<file path="config.mk">
export PLATFORM = sky130hd
export DESIGN_NAME = dodge_top
export DESIGN_NICKNAME = d
export VERILOG_FILES = /design/src/verilog/wb_map_pkg.sv /design/src/verilog/game_pkg.sv /design/src/verilog/dodge_top.sv /design/src/verilog/wb_status.sv /design/src/verilog/game_ctrl.sv /design/src/verilog/obstacle_field.sv /design/src/verilog/player_ctrl.sv /design/src/verilog/button_debounce.sv
export SDC_FILE = /design/constraint.sdc
export NUM_CORES = 1
export LEC_CHECK = 0
export ABC_AREA = 0
export ABC_CLOCK_PERIOD_IN_PS = 2600
export BUFFER_PORTS_ARGS = -buffer_cell sky130_fd_sc_hd__buf_4
export CORE_UTILIZATION = 62
export CTS_CLUSTER_DIAMETER = 60
export DETAILED_ROUTE_END_ITERATION = 6
export PLACE_DENSITY = 0.86
export SYNTH_ARGS = -nofsm -noshare
export SYNTH_HDL_FRONTEND = slang
export SYNTH_SLANG_ARGS = --single-unit
</file>
<file path="constraint.sdc">
create_clock -name clock_50 -period 2.6 [get_ports clock_50]
set_input_delay 0.52 -clock clock_50 [delete_from_list [all_inputs] [get_ports clock_50]]
set_output_delay 0.52 -clock clock_50 [all_outputs]
set_load 0.05 [all_outputs]
</file>
<file path="src/verilog/wb_map_pkg.sv">
//============================================================
// Status port map, word addresses on a 16-bit data bus
// Rows 0 to 7 occupy addresses 4 to 11
// Unmapped addresses read as zero, writes are ignored
//============================================================
package wb_map_pkg;

	parameter int WB_ADDR_W = 4;
	parameter int WB_DATA_W = 16;

	parameter logic [WB_ADDR_W-1:0] REG_STATUS = 4'd0;
	parameter logic [WB_ADDR_W-1:0] REG_SCORE  = 4'd1;
	parameter logic [WB_ADDR_W-1:0] REG_FRAMES = 4'd2;
	parameter logic [WB_ADDR_W-1:0] REG_POS    = 4'd3;
	parameter logic [WB_ADDR_W-1:0] REG_ROW0   = 4'd4;

endpackage

</file>
<file path="src/verilog/game_pkg.sv">
//============================================================
// Game-wide constants and types for the 8x8 dodge game
// The matrix is square so one size covers row width and count
// Bit 7 of a row is the leftmost column
//============================================================
package game_pkg;

	parameter int MATRIX_SIZE = 8;

	// One matrix row, also used for one-hot player positions
	typedef logic [MATRIX_SIZE-1:0] row_t;

	typedef enum logic [1:0] {
		GAME_IDLE = 2'd0,
		GAME_PLAY = 2'd1,
		GAME_OVER = 2'd2
	} game_state_e;

	typedef enum logic [1:0] {
		MOVE_HOLD  = 2'd0,
		MOVE_LEFT  = 2'd1,
		MOVE_RIGHT = 2'd2,
		MOVE_HOME  = 2'd3
	} move_op_e;

	// Start columns of the two players
	parameter row_t P1_HOME = row_t'(1) << 2;
	parameter row_t P2_HOME = row_t'(1) << 5;

	// Fibonacci LFSR with taps 8 6 5 and 4
	parameter logic [7:0] LFSR_SEED = 8'hA5;

	// Score saturates here
	parameter int SCORE_MAX = 255;

endpackage
</file>
<file path="src/verilog/dodge_top.sv">
//============================================================
// Two-player dodge game with a Wishbone status port
// Buttons are active low and debounced inside
// DEBOUNCE_CYCLES and TICK_CYCLES count clock_50 cycles
//============================================================
`timescale 1ns/100ps

module dodge_top #(
	parameter int DEBOUNCE_CYCLES = 500000,
	parameter int TICK_CYCLES     = 10000000
) (
	input  logic                             clock_50,
	input  logic                             arst_n,
	input  logic                             start_btn_n,
	input  logic                             p1_left_n,
	input  logic                             p1_right_n,
	input  logic                             p2_left_n,
	input  logic                             p2_right_n,
	input  logic                             wb_cyc,
	input  logic                             wb_stb,
	input  logic                             wb_we,
	input  logic [wb_map_pkg::WB_ADDR_W-1:0] wb_adr,
	input  logic [wb_map_pkg::WB_DATA_W-1:0] wb_dat_w,
	output logic [wb_map_pkg::WB_DATA_W-1:0] wb_dat_r,
	output logic                             wb_ack
);

	import game_pkg::*;

	logic                         start_press;
	logic                         p1_left_press;
	logic                         p1_right_press;
	logic                         p2_left_press;
	logic                         p2_right_press;
	logic                         tick;
	logic                         field_clear;
	logic                         home;
	logic                         move_en1;
	logic                         move_en2;
	game_state_e                  state;
	logic [1:0]                   alive;
	logic [7:0]                   score;
	logic [7:0]                   frames;
	row_t                         pos1;
	row_t                         pos2;
	row_t [MATRIX_SIZE-1:0]       rows;

	//==========================================================
	// Buttons
	//==========================================================
	button_debounce #(.DEBOUNCE_CYCLES(DEBOUNCE_CYCLES)) i_db_start (
		.clock_50(clock_50), .arst_n(arst_n), .btn_n(start_btn_n), .press(start_press)
	);
	button_debounce #(.DEBOUNCE_CYCLES(DEBOUNCE_CYCLES)) i_db_p1_left (
		.clock_50(clock_50), .arst_n(arst_n), .btn_n(p1_left_n), .press(p1_left_press)
	);
	button_debounce #(.DEBOUNCE_CYCLES(DEBOUNCE_CYCLES)) i_db_p1_right (
		.clock_50(clock_50), .arst_n(arst_n), .btn_n(p1_right_n), .press(p1_right_press)
	);
	button_debounce #(.DEBOUNCE_CYCLES(DEBOUNCE_CYCLES)) i_db_p2_left (
		.clock_50(clock_50), .arst_n(arst_n), .btn_n(p2_left_n), .press(p2_left_press)
	);
	button_debounce #(.DEBOUNCE_CYCLES(DEBOUNCE_CYCLES)) i_db_p2_right (
		.clock_50(clock_50), .arst_n(arst_n), .btn_n(p2_right_n), .press(p2_right_press)
	);

	//==========================================================
	// Players and field
	//==========================================================
	player_ctrl #(.HOME_POS(P1_HOME)) i_player1 (
		.clock_50 (clock_50),
		.arst_n   (arst_n),
		.left     (p1_left_press),
		.right    (p1_right_press),
		.move_en  (move_en1),
		.home     (home),
		.pos      (pos1)
	);

	player_ctrl #(.HOME_POS(P2_HOME)) i_player2 (
		.clock_50 (clock_50),
		.arst_n   (arst_n),
		.left     (p2_left_press),
		.right    (p2_right_press),
		.move_en  (move_en2),
		.home     (home),
		.pos      (pos2)
	);

	obstacle_field i_field (
		.clock_50    (clock_50),
		.arst_n      (arst_n),
		.tick        (tick),
		.field_clear (field_clear),
		.rows        (rows)
	);

	game_ctrl #(.TICK_CYCLES(TICK_CYCLES)) i_game (
		.clock_50    (clock_50),
		.arst_n      (arst_n),
		.start       (start_press),
		.row0        (rows[0]),
		.pos1        (pos1),
		.pos2        (pos2),
		.tick        (tick),
		.field_clear (field_clear),
		.home        (home),
		.move_en1    (move_en1),
		.move_en2    (move_en2),
		.state       (state),
		.alive       (alive),
		.score       (score),
		.frames      (frames)
	);

	// Host side status port
	wb_status i_wb (
		.clock_50 (clock_50),
		.arst_n   (arst_n),
		.wb_cyc   (wb_cyc),
		.wb_stb   (wb_stb),
		.wb_we    (wb_we),
		.wb_adr   (wb_adr),
		.wb_dat_w (wb_dat_w),
		.wb_dat_r (wb_dat_r),
		.wb_ack   (wb_ack),
		.state    (state),
		.alive    (alive),
		.score    (score),
		.frames   (frames),
		.pos1     (pos1),
		.pos2     (pos2),
		.rows     (rows)
	);

endmodule

</file>
<file path="src/verilog/wb_status.sv">
//============================================================
// Read-only Wishbone classic slave over the game status
// Ack and data are registered, one wait state per access
// Writes are acknowledged, dropped, and return zero data
//============================================================
`timescale 1ns/100ps

module wb_status (
	input  logic                                       clock_50,
	input  logic                                       arst_n,
	input  logic                                       wb_cyc,
	input  logic                                       wb_stb,
	input  logic                                       wb_we,
	input  logic [wb_map_pkg::WB_ADDR_W-1:0]           wb_adr,
	input  logic [wb_map_pkg::WB_DATA_W-1:0]           wb_dat_w,
	output logic [wb_map_pkg::WB_DATA_W-1:0]           wb_dat_r,
	output logic                                       wb_ack,
	input  game_pkg::game_state_e                      state,
	input  logic [1:0]                                 alive,
	input  logic [7:0]                                 score,
	input  logic [7:0]                                 frames,
	input  game_pkg::row_t                             pos1,
	input  game_pkg::row_t                             pos2,
	input  game_pkg::row_t [game_pkg::MATRIX_SIZE-1:0] rows
);

	import game_pkg::*;
	import wb_map_pkg::*;

	logic                 req;
	logic [WB_DATA_W-1:0] rd_data;

	// New request, the ack low keeps it to one per access
	assign req = wb_cyc && wb_stb && !wb_ack;

	// Register map decode
	always_comb begin
		rd_data = '0;
		case (wb_adr)
			REG_STATUS: rd_data = WB_DATA_W'({alive, state});
			REG_SCORE:  rd_data = WB_DATA_W'(score);
			REG_FRAMES: rd_data = WB_DATA_W'(frames);
			REG_POS:    rd_data = WB_DATA_W'({pos2, pos1});
			default: begin
				for (int k = 0; k < MATRIX_SIZE; k++) begin
					if (wb_adr == REG_ROW0 + WB_ADDR_W'(k)) begin
						rd_data = WB_DATA_W'(rows[k]);
					end
				end
			end
		endcase
	end

	always_ff @(posedge clock_50 or negedge arst_n) begin
		if (!arst_n) begin
			wb_ack <= 1'b0;
		end else begin
			wb_ack <= req;
		end
	end

	// wb_dat_w has no destination, all registers are status
	always_ff @(posedge clock_50) begin
		if (req) begin
			wb_dat_r <= wb_we ? '0 : rd_data;
		end
	end

endmodule

</file>
<file path="src/verilog/game_ctrl.sv">
//============================================================
// Game FSM with fixed-rate tick, collision, score and frames
// First tick comes TICK_CYCLES cycles after entering play
// Collision is judged on row 0 as it was before the shift
//============================================================
`timescale 1ns/100ps

module game_ctrl #(
	parameter int TICK_CYCLES = 10000000
) (
	input  logic                  clock_50,
	input  logic                  arst_n,
	input  logic                  start,
	input  game_pkg::row_t        row0,
	input  game_pkg::row_t        pos1,
	input  game_pkg::row_t        pos2,
	output logic                  tick,
	output logic                  field_clear,
	output logic                  home,
	output logic                  move_en1,
	output logic                  move_en2,
	output game_pkg::game_state_e state,
	output logic [1:0]            alive,
	output logic [7:0]            score,
	output logic [7:0]            frames
);

	import game_pkg::*;

	localparam int TICK_W = (TICK_CYCLES > 1) ? $clog2(TICK_CYCLES) : 1;

	logic [TICK_W-1:0] tick_cnt;
	logic              playing;
	logic              launch;
	logic [1:0]        hit;
	logic [1:0]        alive_next;

	assign playing = (state == GAME_PLAY);
	// Start press from idle or game over
	assign launch  = start && !playing;
	assign tick    = playing && (tick_cnt == TICK_W'(TICK_CYCLES - 1));

	assign field_clear = launch;
	assign home        = launch;
	assign move_en1    = playing && alive[0];
	assign move_en2    = playing && alive[1];

	assign hit[0]     = |(row0 & pos1);
	assign hit[1]     = |(row0 & pos2);
	assign alive_next = alive & ~hit;

	//==========================================================
	// State machine
	//==========================================================
	always_ff @(posedge clock_50 or negedge arst_n) begin
		if (!arst_n) begin
			state <= GAME_IDLE;
		end else begin
			case (state)
				GAME_IDLE, GAME_OVER: begin
					if (start) begin
						state <= GAME_PLAY;
					end
				end
				GAME_PLAY: begin
					if (tick && (alive_next == 2'b00)) begin
						state <= GAME_OVER;
					end
				end
				default: begin
					state <= GAME_IDLE;
				end
			endcase
		end
	end

	always_ff @(posedge clock_50 or negedge arst_n) begin
		if (!arst_n) begin
			tick_cnt <= '0;
		end else if (launch || tick) begin
			tick_cnt <= '0;
		end else if (playing) begin
			tick_cnt <= tick_cnt + 1'b1;
		end
	end

	//==========================================================
	// Alive flags, score and frame count
	//==========================================================
	always_ff @(posedge clock_50 or negedge arst_n) begin
		if (!arst_n) begin
			alive  <= 2'b00;
			score  <= '0;
			frames <= '0;
		end else if (launch) begin
			alive  <= 2'b11;
			score  <= '0;
			frames <= '0;
		end else if (tick) begin
			alive  <= alive_next;
			frames <= frames + 1'b1;
			// A point for each obstacle row someone survived
			if ((row0 != '0) && (alive_next != 2'b00) && (score != 8'(SCORE_MAX))) begin
				score <= score + 1'b1;
			end
		end
	end

endmodule

</file>
<file path="src/verilog/obstacle_field.sv">
//============================================================
// Eight obstacle rows that scroll toward row 0 on each tick
// Row 7 gets a one-hot LFSR row on odd frames, a gap on even
// field_clear empties the rows but leaves the LFSR running
//============================================================
`timescale 1ns/100ps

module obstacle_field (
	input  logic                                       clock_50,
	input  logic                                       arst_n,
	input  logic                                       tick,
	input  logic                                       field_clear,
	output game_pkg::row_t [game_pkg::MATRIX_SIZE-1:0] rows
);

	import game_pkg::*;

	localparam int IDX_W = $clog2(MATRIX_SIZE);

	logic [7:0] lfsr;
	logic [7:0] lfsr_next;
	logic       frame_odd;
	row_t       new_row;

	assign lfsr_next = {lfsr[6:0], lfsr[7] ^ lfsr[5] ^ lfsr[4] ^ lfsr[3]};

	// The coming frame is odd when the current one is even
	assign new_row = frame_odd ? '0 : (row_t'(1) << lfsr_next[IDX_W-1:0]);

	always_ff @(posedge clock_50 or negedge arst_n) begin
		if (!arst_n) begin
			lfsr <= LFSR_SEED;
		end else if (tick) begin
			lfsr <= lfsr_next;
		end
	end

	// Row k takes row k+1, row 7 takes the new row
	always_ff @(posedge clock_50 or negedge arst_n) begin
		if (!arst_n) begin
			rows      <= '0;
			frame_odd <= 1'b0;
		end else if (field_clear) begin
			rows      <= '0;
			frame_odd <= 1'b0;
		end else if (tick) begin
			rows      <= {new_row, rows[MATRIX_SIZE-1:1]};
			frame_odd <= ~frame_odd;
		end
	end

endmodule

</file>
<file path="src/verilog/player_ctrl.sv">
//============================================================
// One player position, one-hot, bit 7 is the left edge
// home wins over moves, left and right together hold
// Moves are taken only while move_en is high
//============================================================
`timescale 1ns/100ps

module player_ctrl #(
	parameter game_pkg::row_t HOME_POS = game_pkg::P1_HOME
) (
	input  logic           clock_50,
	input  logic           arst_n,
	input  logic           left,
	input  logic           right,
	input  logic           move_en,
	input  logic           home,
	output game_pkg::row_t pos
);

	import game_pkg::*;

	move_op_e move_op;

	//==========================================================
	// Move decode
	//==========================================================
	always_comb begin
		if (home) begin
			move_op = MOVE_HOME;
		end else if (move_en && left && !right) begin
			move_op = MOVE_LEFT;
		end else if (move_en && right && !left) begin
			move_op = MOVE_RIGHT;
		end else begin
			move_op = MOVE_HOLD;
		end
	end

	//==========================================================
	// Position register
	//==========================================================
	always_ff @(posedge clock_50 or negedge arst_n) begin
		if (!arst_n) begin
			pos <= HOME_POS;
		end else begin
			case (move_op)
				MOVE_HOME: begin
					pos <= HOME_POS;
				end
				MOVE_LEFT: begin
					// Stop at the left edge
					if (!pos[MATRIX_SIZE-1]) begin
						pos <= pos << 1;
					end
				end
				MOVE_RIGHT: begin
					if (!pos[0]) begin
						pos <= pos >> 1;
					end
				end
				default: begin
					pos <= pos;
				end
			endcase
		end
	end

endmodule

</file>
<file path="src/verilog/button_debounce.sv">
//============================================================
// Debounce for one active-low push button
// press pulses once, DEBOUNCE_CYCLES+2 cycles after a settled press
// Release is filtered the same way and gives no pulse
//============================================================
`timescale 1ns/100ps

module button_debounce #(
	parameter int DEBOUNCE_CYCLES = 500000
) (
	input  logic clock_50,
	input  logic arst_n,
	input  logic btn_n,
	output logic press
);

	localparam int CNT_W = $clog2(DEBOUNCE_CYCLES + 1);

	logic [1:0]       sync;
	logic             level;
	logic [CNT_W-1:0] cnt;
	logic             settle;

	// Two-flop synchronizer, inverted so 1 means pressed
	always_ff @(posedge clock_50 or negedge arst_n) begin
		if (!arst_n) begin
			sync <= '0;
		end else begin
			sync <= {sync[0], ~btn_n};
		end
	end

	// New level has held long enough
	assign settle = (sync[1] != level) && (cnt == CNT_W'(DEBOUNCE_CYCLES - 1));

	always_ff @(posedge clock_50 or negedge arst_n) begin
		if (!arst_n) begin
			level <= 1'b0;
			cnt   <= '0;
			press <= 1'b0;
		end else begin
			press <= settle && sync[1];
			if (sync[1] == level) begin
				cnt <= '0;
			end else if (settle) begin
				level <= sync[1];
				cnt   <= '0;
			end else begin
				cnt <= cnt + 1'b1;
			end
		end
	end

endmodule

</file>
Word-level counts from Yosys, hierarchy flattened:

Cells that the tools add are included.

* bits in registers: 265
* bits in latches: 0
* memory bits (writable): 0
* memory bits (read-only): 0
* bits of input ports: 30
* output and inout port bits: 17
* word-level logic and storage cells: 220
* memories kept: 0

* add/sub/neg operators: 8
* $mul: 0
* div/mod/pow operators: 0
* magnitude comparators: 0
* eq/ne operators: 42
* shift-type cells: 1
* mux-type cells: 48
* bitwise operators: 18
* reduce and logical (&&, ||, !) cells: 60

Operators with widths (number)
* 19-bit 2-to-1 mux: 10
* 8-bit 2-to-1 mux: 18
* 64-bit 2-to-1 mux: 2
* 19-bit by 1-bit adder with 19-bit output, second input constant: 5
* 19-bit equality test, second input constant: 5
* 16-bit case mux with 4 select lines: 1
* 24-bit 2-to-1 mux: 2
* 8-bit case mux with 3 select lines: 2
* 1-bit logical AND: 27
* 24-bit by 1-bit adder with 24-bit output, second input constant: 1
* 24-bit equality test, second input constant: 1
* 2-bit AND reduction: 11
* 2-bit 2-to-1 mux: 10
* 8-bit by 1-bit adder with 8-bit output, second input constant: 2
* 8-bit bitwise AND: 2
* 4-bit by 3-bit equality test with 1-bit output, second input constant: 4
* 4-bit equality test, second input constant: 4
* 8-bit OR reduction: 2
* 2-bit inequality test, second input constant: 6
* 1-bit inverter: 11
* 2-bit equality test, second input constant: 5
* 4-bit by 2-bit equality test with 1-bit output, second input constant: 2
* 8-bit inequality test, second input constant: 1
* 2-bit nonzero test: 4
* other kinds (18): 39

Depth between registers and ports, before layout:

* word-level depth: 10
* mapped depth: 9
* gate-level depth less buffers: 7

Hierarchy:

From an unflattened synthesis, not the netlist that was laid out.

* cells, all modules: 1239
* area, all modules: 13435.4 um^2

By module, submodules not included
* button_debounce: instances 5, cells an instance 103, area each 1127.3 um^2, sequential area each 575.6 um^2
* obstacle_field: instances 1, cells an instance 237, area each 2954.1 um^2, sequential area each 1831.8 um^2
* game_ctrl: instances 1, cells an instance 247, area each 2356.0 um^2, sequential area each 1101.1 um^2
* wb_status: instances 1, cells an instance 156, area each 1562.7 um^2, sequential area each 505.5 um^2
* player_ctrl: instances 2, cells an instance 42, area each 462.9 um^2, sequential area each 201.4 um^2

Least setup slack after synthesis:

OpenSTA, ideal clock, no wires.

* path kind: input-to-reg
* from: in wb_adr[1] (netlist bit)
* to: reg i_wb.wb_dat_r[4] (netlist bit) (data pin)
* setup time: 0.270 ns
* data arrival time: 1.867 ns
* data required time: 2.330 ns
* path slack: 0.464 ns
* stages on the path: 7
* buffers on the path: 4
* cells stage by stage: clkbuf_1 > buf_2 > clkbuf_1 > clkbuf_1 > a211oi_1 > a311oi_1 > nor3_1

* longest elaborated chain between the ends: 10
* elaborated cells between the ends (all ways): 21
* classes of those cells: eq/ne (11); mux (9); reduce/logical (1)

Ends and longest elaborated chain
* from (decl): line dodge_top.sv:22 `input logic [wb_map_pkg::WB_ADDR_W-1:0] wb_adr,`
* 4-bit by 3-bit equality test with 1-bit output: line wb_status.sv:46 `if (wb_adr == REG_ROW0 + WB_ADDR_W'(k)) begin`
* 8-bit 2-to-1 mux (8 in series): line wb_status.sv:46
* 16-bit case mux with 4 select lines *: line wb_status.sv:39 `case (wb_adr)`
* to (signal assigned): line wb_status.sv:65 `wb_dat_r <= wb_we ? '0 : rd_data;`
* to (decl): line wb_status.sv:16 `output logic [wb_map_pkg::WB_DATA_W-1:0] wb_dat_r,`

Mark *: on every way between the ends. The rest lies on a longest branch, timed or not.
A chain may end at the register's enable or synchronous reset.

Final worst setup path:

* from: reg i_game.tick_cnt[15]
* to: reg i_field.rows[63] (netlist bit)

* longest elaborated chain between the ends: 3

Ends and longest elaborated chain
* from (decl): line game_ctrl.sv:32 `logic [TICK_W-1:0] tick_cnt;`
* from (signal assigned): line game_ctrl.sv:83 `tick_cnt <= tick_cnt + 1'b1;`
* 24-bit equality test: line game_ctrl.sv:41 `assign tick = playing && (tick_cnt == TICK_W'(TICK_CYCLES - 1));`
* 1-bit logical AND: line game_ctrl.sv:41
* 2-bit nonzero test (no source line)
* to (signal assigned): line obstacle_field.sv:47 `rows <= {new_row, rows[MATRIX_SIZE-1:1]};`
* to (decl): line obstacle_field.sv:13 `output game_pkg::row_t [game_pkg::MATRIX_SIZE-1:0] rows`

Every way passes these cells.

==> flow_summary.toml <==
[clock_tree]
cts_tree = "yes"
clock_latency_ns = 0.54
clk_pin_slew_ns = 0.06
htree_levels = 1
ctsHoldBuffers = 1
post_cts_buffers = 0
cts_buffers = 27
clockRootBuffer = "clkbuf_16"
post_cts_resized = 0
clockBufferDepth = 3
clock-sinks = 265

[outcome]
status = "finished, final reports clean"

[power_and_ir_drop]
power_mw = 8.494
p_leak_nw = 6.182
power.density_nw_per_um2 = 605.2
ir_worst_vdd_mv = 0.4335

[synth]
synthDistinctLibCells = 64
synth-edff-count = 16
syn_nets = 1321
postSynth.asyncResetShare = 0.9396
seq_area_frac_synth = 0.5364
netlist_instances = 1283
ys_ff_latch = 265
ys_top_cells_by_area = "dfrtp_1, nand2_1, xor2_1, nor2_1, edfxtp_1"
synth_warnings = 0
syn_area_per_cell_um2 = 9.764
synth-main-ff-cell = "dfrtp_1"
syn_area_um2 = 12530
yosysTopAreaCell = "dfrtp_1"
yosysTopAreaCellShare = 0.4854

[finish]
antenna_cells = 0
multi_input_area_um2 = 5455
synthToLayoutAreaGrowth_pct = 12.04
fill_cells = 1381
drive_above_1_share = 0.1165
seqCellArea_um2 = 6719
layout.nets = 1348
design_area_um2 = 14030

[place]
io_buffers = 30
dpl.hpwl_mm = 16.64
place.gp.congestion = 0.8539
placed_cell_area_um2 = 13110

[worst_setup_path]
startpoint_type = "flop"
path_class = "flop to flop"
rr_startpoint = "i_game.tick_cnt[15]"
critPathMaxFanout = 44
cp_data_required_time_ns = 3.00
timing.rr.end = "i_field.rows[63]"
critPathCaptureType = "flop"
ff2ff_path_depth = 6
worst_ep_arrival_time_ns = 2.79
ff2ff_setup_slack_ns = 0.21

[detailed_routing]
wl_per_cell_um = 16.33
drt-initial-drc-count = 752
wirelength_mm = 26.05
antenna_left = 0
drt_first_pass_iters = 7
drc_errors = 0
vias = 9470
avgViaCountPerCell = 5.937

[run]
maxCapViolations = 0

[global_route]
grt_pass1_wl_mm = 44.55
grt_overflow = 0
antenna_found_initial = 0
grt_use_total = 0.2664
grt_pass1_vias = 9212
grt_start_max_net_pins = 76

[min_path]
hold_path.class = "primary input to flop"
hold_end = "i_db_p2_right.sync[0]"
holdPathStages = 2
min_from = "p2_right_n"

[sta]
rsz0062_at_grt = "no"
slew_headroom = 0.5524
clock.fmax_mhz = 418.4
slew_viol_final = 0
hold_slack_ns = 0.1302
fin_skew_ns = 0.02006
setup_tns_ns = 0
hold_viol = 0
worst_pin_slew_ns = 0.6663
period_share = 0.9193
finalWorstPathRequiredPeriod_ns = 2.390
setup_violations = 0

[die]
coreArea_um2 = 19650
placementRows = 51
die_y_um = 144.1
start_util = 0.6374
io_pins = 47
die_area_um2 = 20780
die_w_um = 144.1
==> metrics by stage <==
step           cells    util  worst slack, ns
2_1_floorplan   1283       -           0.4635
3_3_place_gp    1545  0.6670           0.3211
3_5_place_dp    1545  0.6670           0.2768
4_1_cts         1595  0.7141           0.2615
5_1_grt         1595  0.7141          0.04733
6_report        1595  0.7141           0.2099
==> synth_stat cells (3+ instances only) <==
| master | number |
|---|---|
| dfrtp_1 | 243 |
| nand2_1 | 201 |
| nor2_1 | 167 |
| a21oi_1 | 85 |
| xor2_1 | 84 |
| nand3_1 | 76 |
| xnor2_1 | 41 |
| clkbuf_1 | 34 |
| inv_1 | 28 |
| nand4_1 | 26 |
| nor3_1 | 22 |
| buf_2 | 20 |
| mux2_2 | 18 |
| and4_1 | 16 |
| edfxtp_1 | 16 |
| and2_1 | 14 |
| nor4_1 | 14 |
| o21ai_0 | 14 |
| a222oi_1 | 10 |
| nand2b_1 | 10 |
| and3_1 | 8 |
| ha_1 | 8 |
| nor2b_1 | 8 |
| a221oi_1 | 7 |
| a22oi_1 | 7 |
| or2_2 | 7 |
| or3_1 | 7 |
| a22o_1 | 6 |
| dfstp_2 | 6 |
| nor3_2 | 6 |
| nor4b_1 | 5 |
| or4_1 | 5 |
| a21o_1 | 4 |
| a31oi_1 | 4 |
| buf_1 | 4 |
| mux4_2 | 4 |
| o31ai_1 | 4 |
| nand3b_1 | 3 |
| nand4b_1 | 3 |
| o22ai_1 | 3 |
==> worst max-delay path by stage <==
stage | from | to | slack (ns)
floorplan | wb_adr[1] | i_wb.wb_dat_r[4] | 0.46
global placement | i_game.tick_cnt[15] | i_field.rows[63] | 0.32
detailed placement | i_game.tick_cnt[13] | i_field.rows[63] | 0.28
CTS | i_game.tick_cnt[13] | i_field.rows[63] | 0.26
global route | i_game.tick_cnt[15] | i_field.rows[63] | 0.05
finish | i_game.tick_cnt[15] | i_field.rows[63] | 0.21
==> layer usage <==
layer / track usage / share of wire
met2: 0.4381 / 0.49
met3: 0.04007 / 0.054
met1: 0.3610 / 0.43
met5: 0 / 0
met4: 0.09584 / 0.028
==> cells in the final DEF (no fill, tap or decap), types with 7 or more instances in the layout <==
cell and count:
xnor2_1 41, clkinv_2 8, buf_4 51, and3_1 8, xor2_1 84, nor2_1 166
edfxtp_1 16, nor3_2 7, o21ai_0 14, nand4_1 26, or2_2 7, clkbuf_16 28
a222oi_1 10, and4_1 16, and2_1 14, mux2_2 18, a22oi_1 7, nand3_1 76
nand2b_1 10, dfrtp_1 243, a21oi_1 85, inv_1 28, nor2b_1 8, a221oi_1 7
nor3_1 21, nand2_1 201, ha_1 8, nor4_1 14
==> state kept, by name, summed over array words and instances (netlist names), 16 cells and up <==
register	flops
i_field.rows	64
i_db_p2_right.cnt	19
i_game.tick_cnt	24
i_db_p2_left.cnt	19
i_db_p1_left.cnt	19
i_wb.wb_dat_r	16
i_db_p1_right.cnt	19
i_db_start.cnt	19
==> cell families after synthesis <==
logic type / after synthesis / synth area share
muxes: 24 / 0.02497
adders and majority gates: 8 / 0.007991
buffers and inverters: 88 / 0.02926
AOI/OAI and AO/OA: 165 / 0.08370
DFF: 265 / 0.5364
and+or+nand+nor: 608 / 0.2303
xor gates and xnor gates: 125 / 0.08740
==> critical path: stages, from the launching register on <==
cell	delay, ns
dfrtp_1	0.41
nor4bb_1	0.38
nand3_1	0.23
or3_2	0.66
buf_4	0.32
nand3_1	0.13
o21ai_0	0.10
==> report_power, final <==
| part | internal, mW | switching, mW | total (mW) |
|---|---|---|---|
| sequential | 4.19 | 0.0262 | 4.22 |
| combinational | 0.0933 | 0.220 | 0.313 |
| clock | 2.35 | 1.61 | 3.96 |
==> final cells by class <==
class                   instances  share of cell area
clock buffers                  34             0.05367
flip-flops and latches        265              0.4787
well taps                     265             0.02362
repair buffers                 58             0.03620
clock inverters                15             0.01159
inverters                      28            0.007489
multi-input cells             930              0.3887
Note: power is estimated with default switching activity, not from simulation.
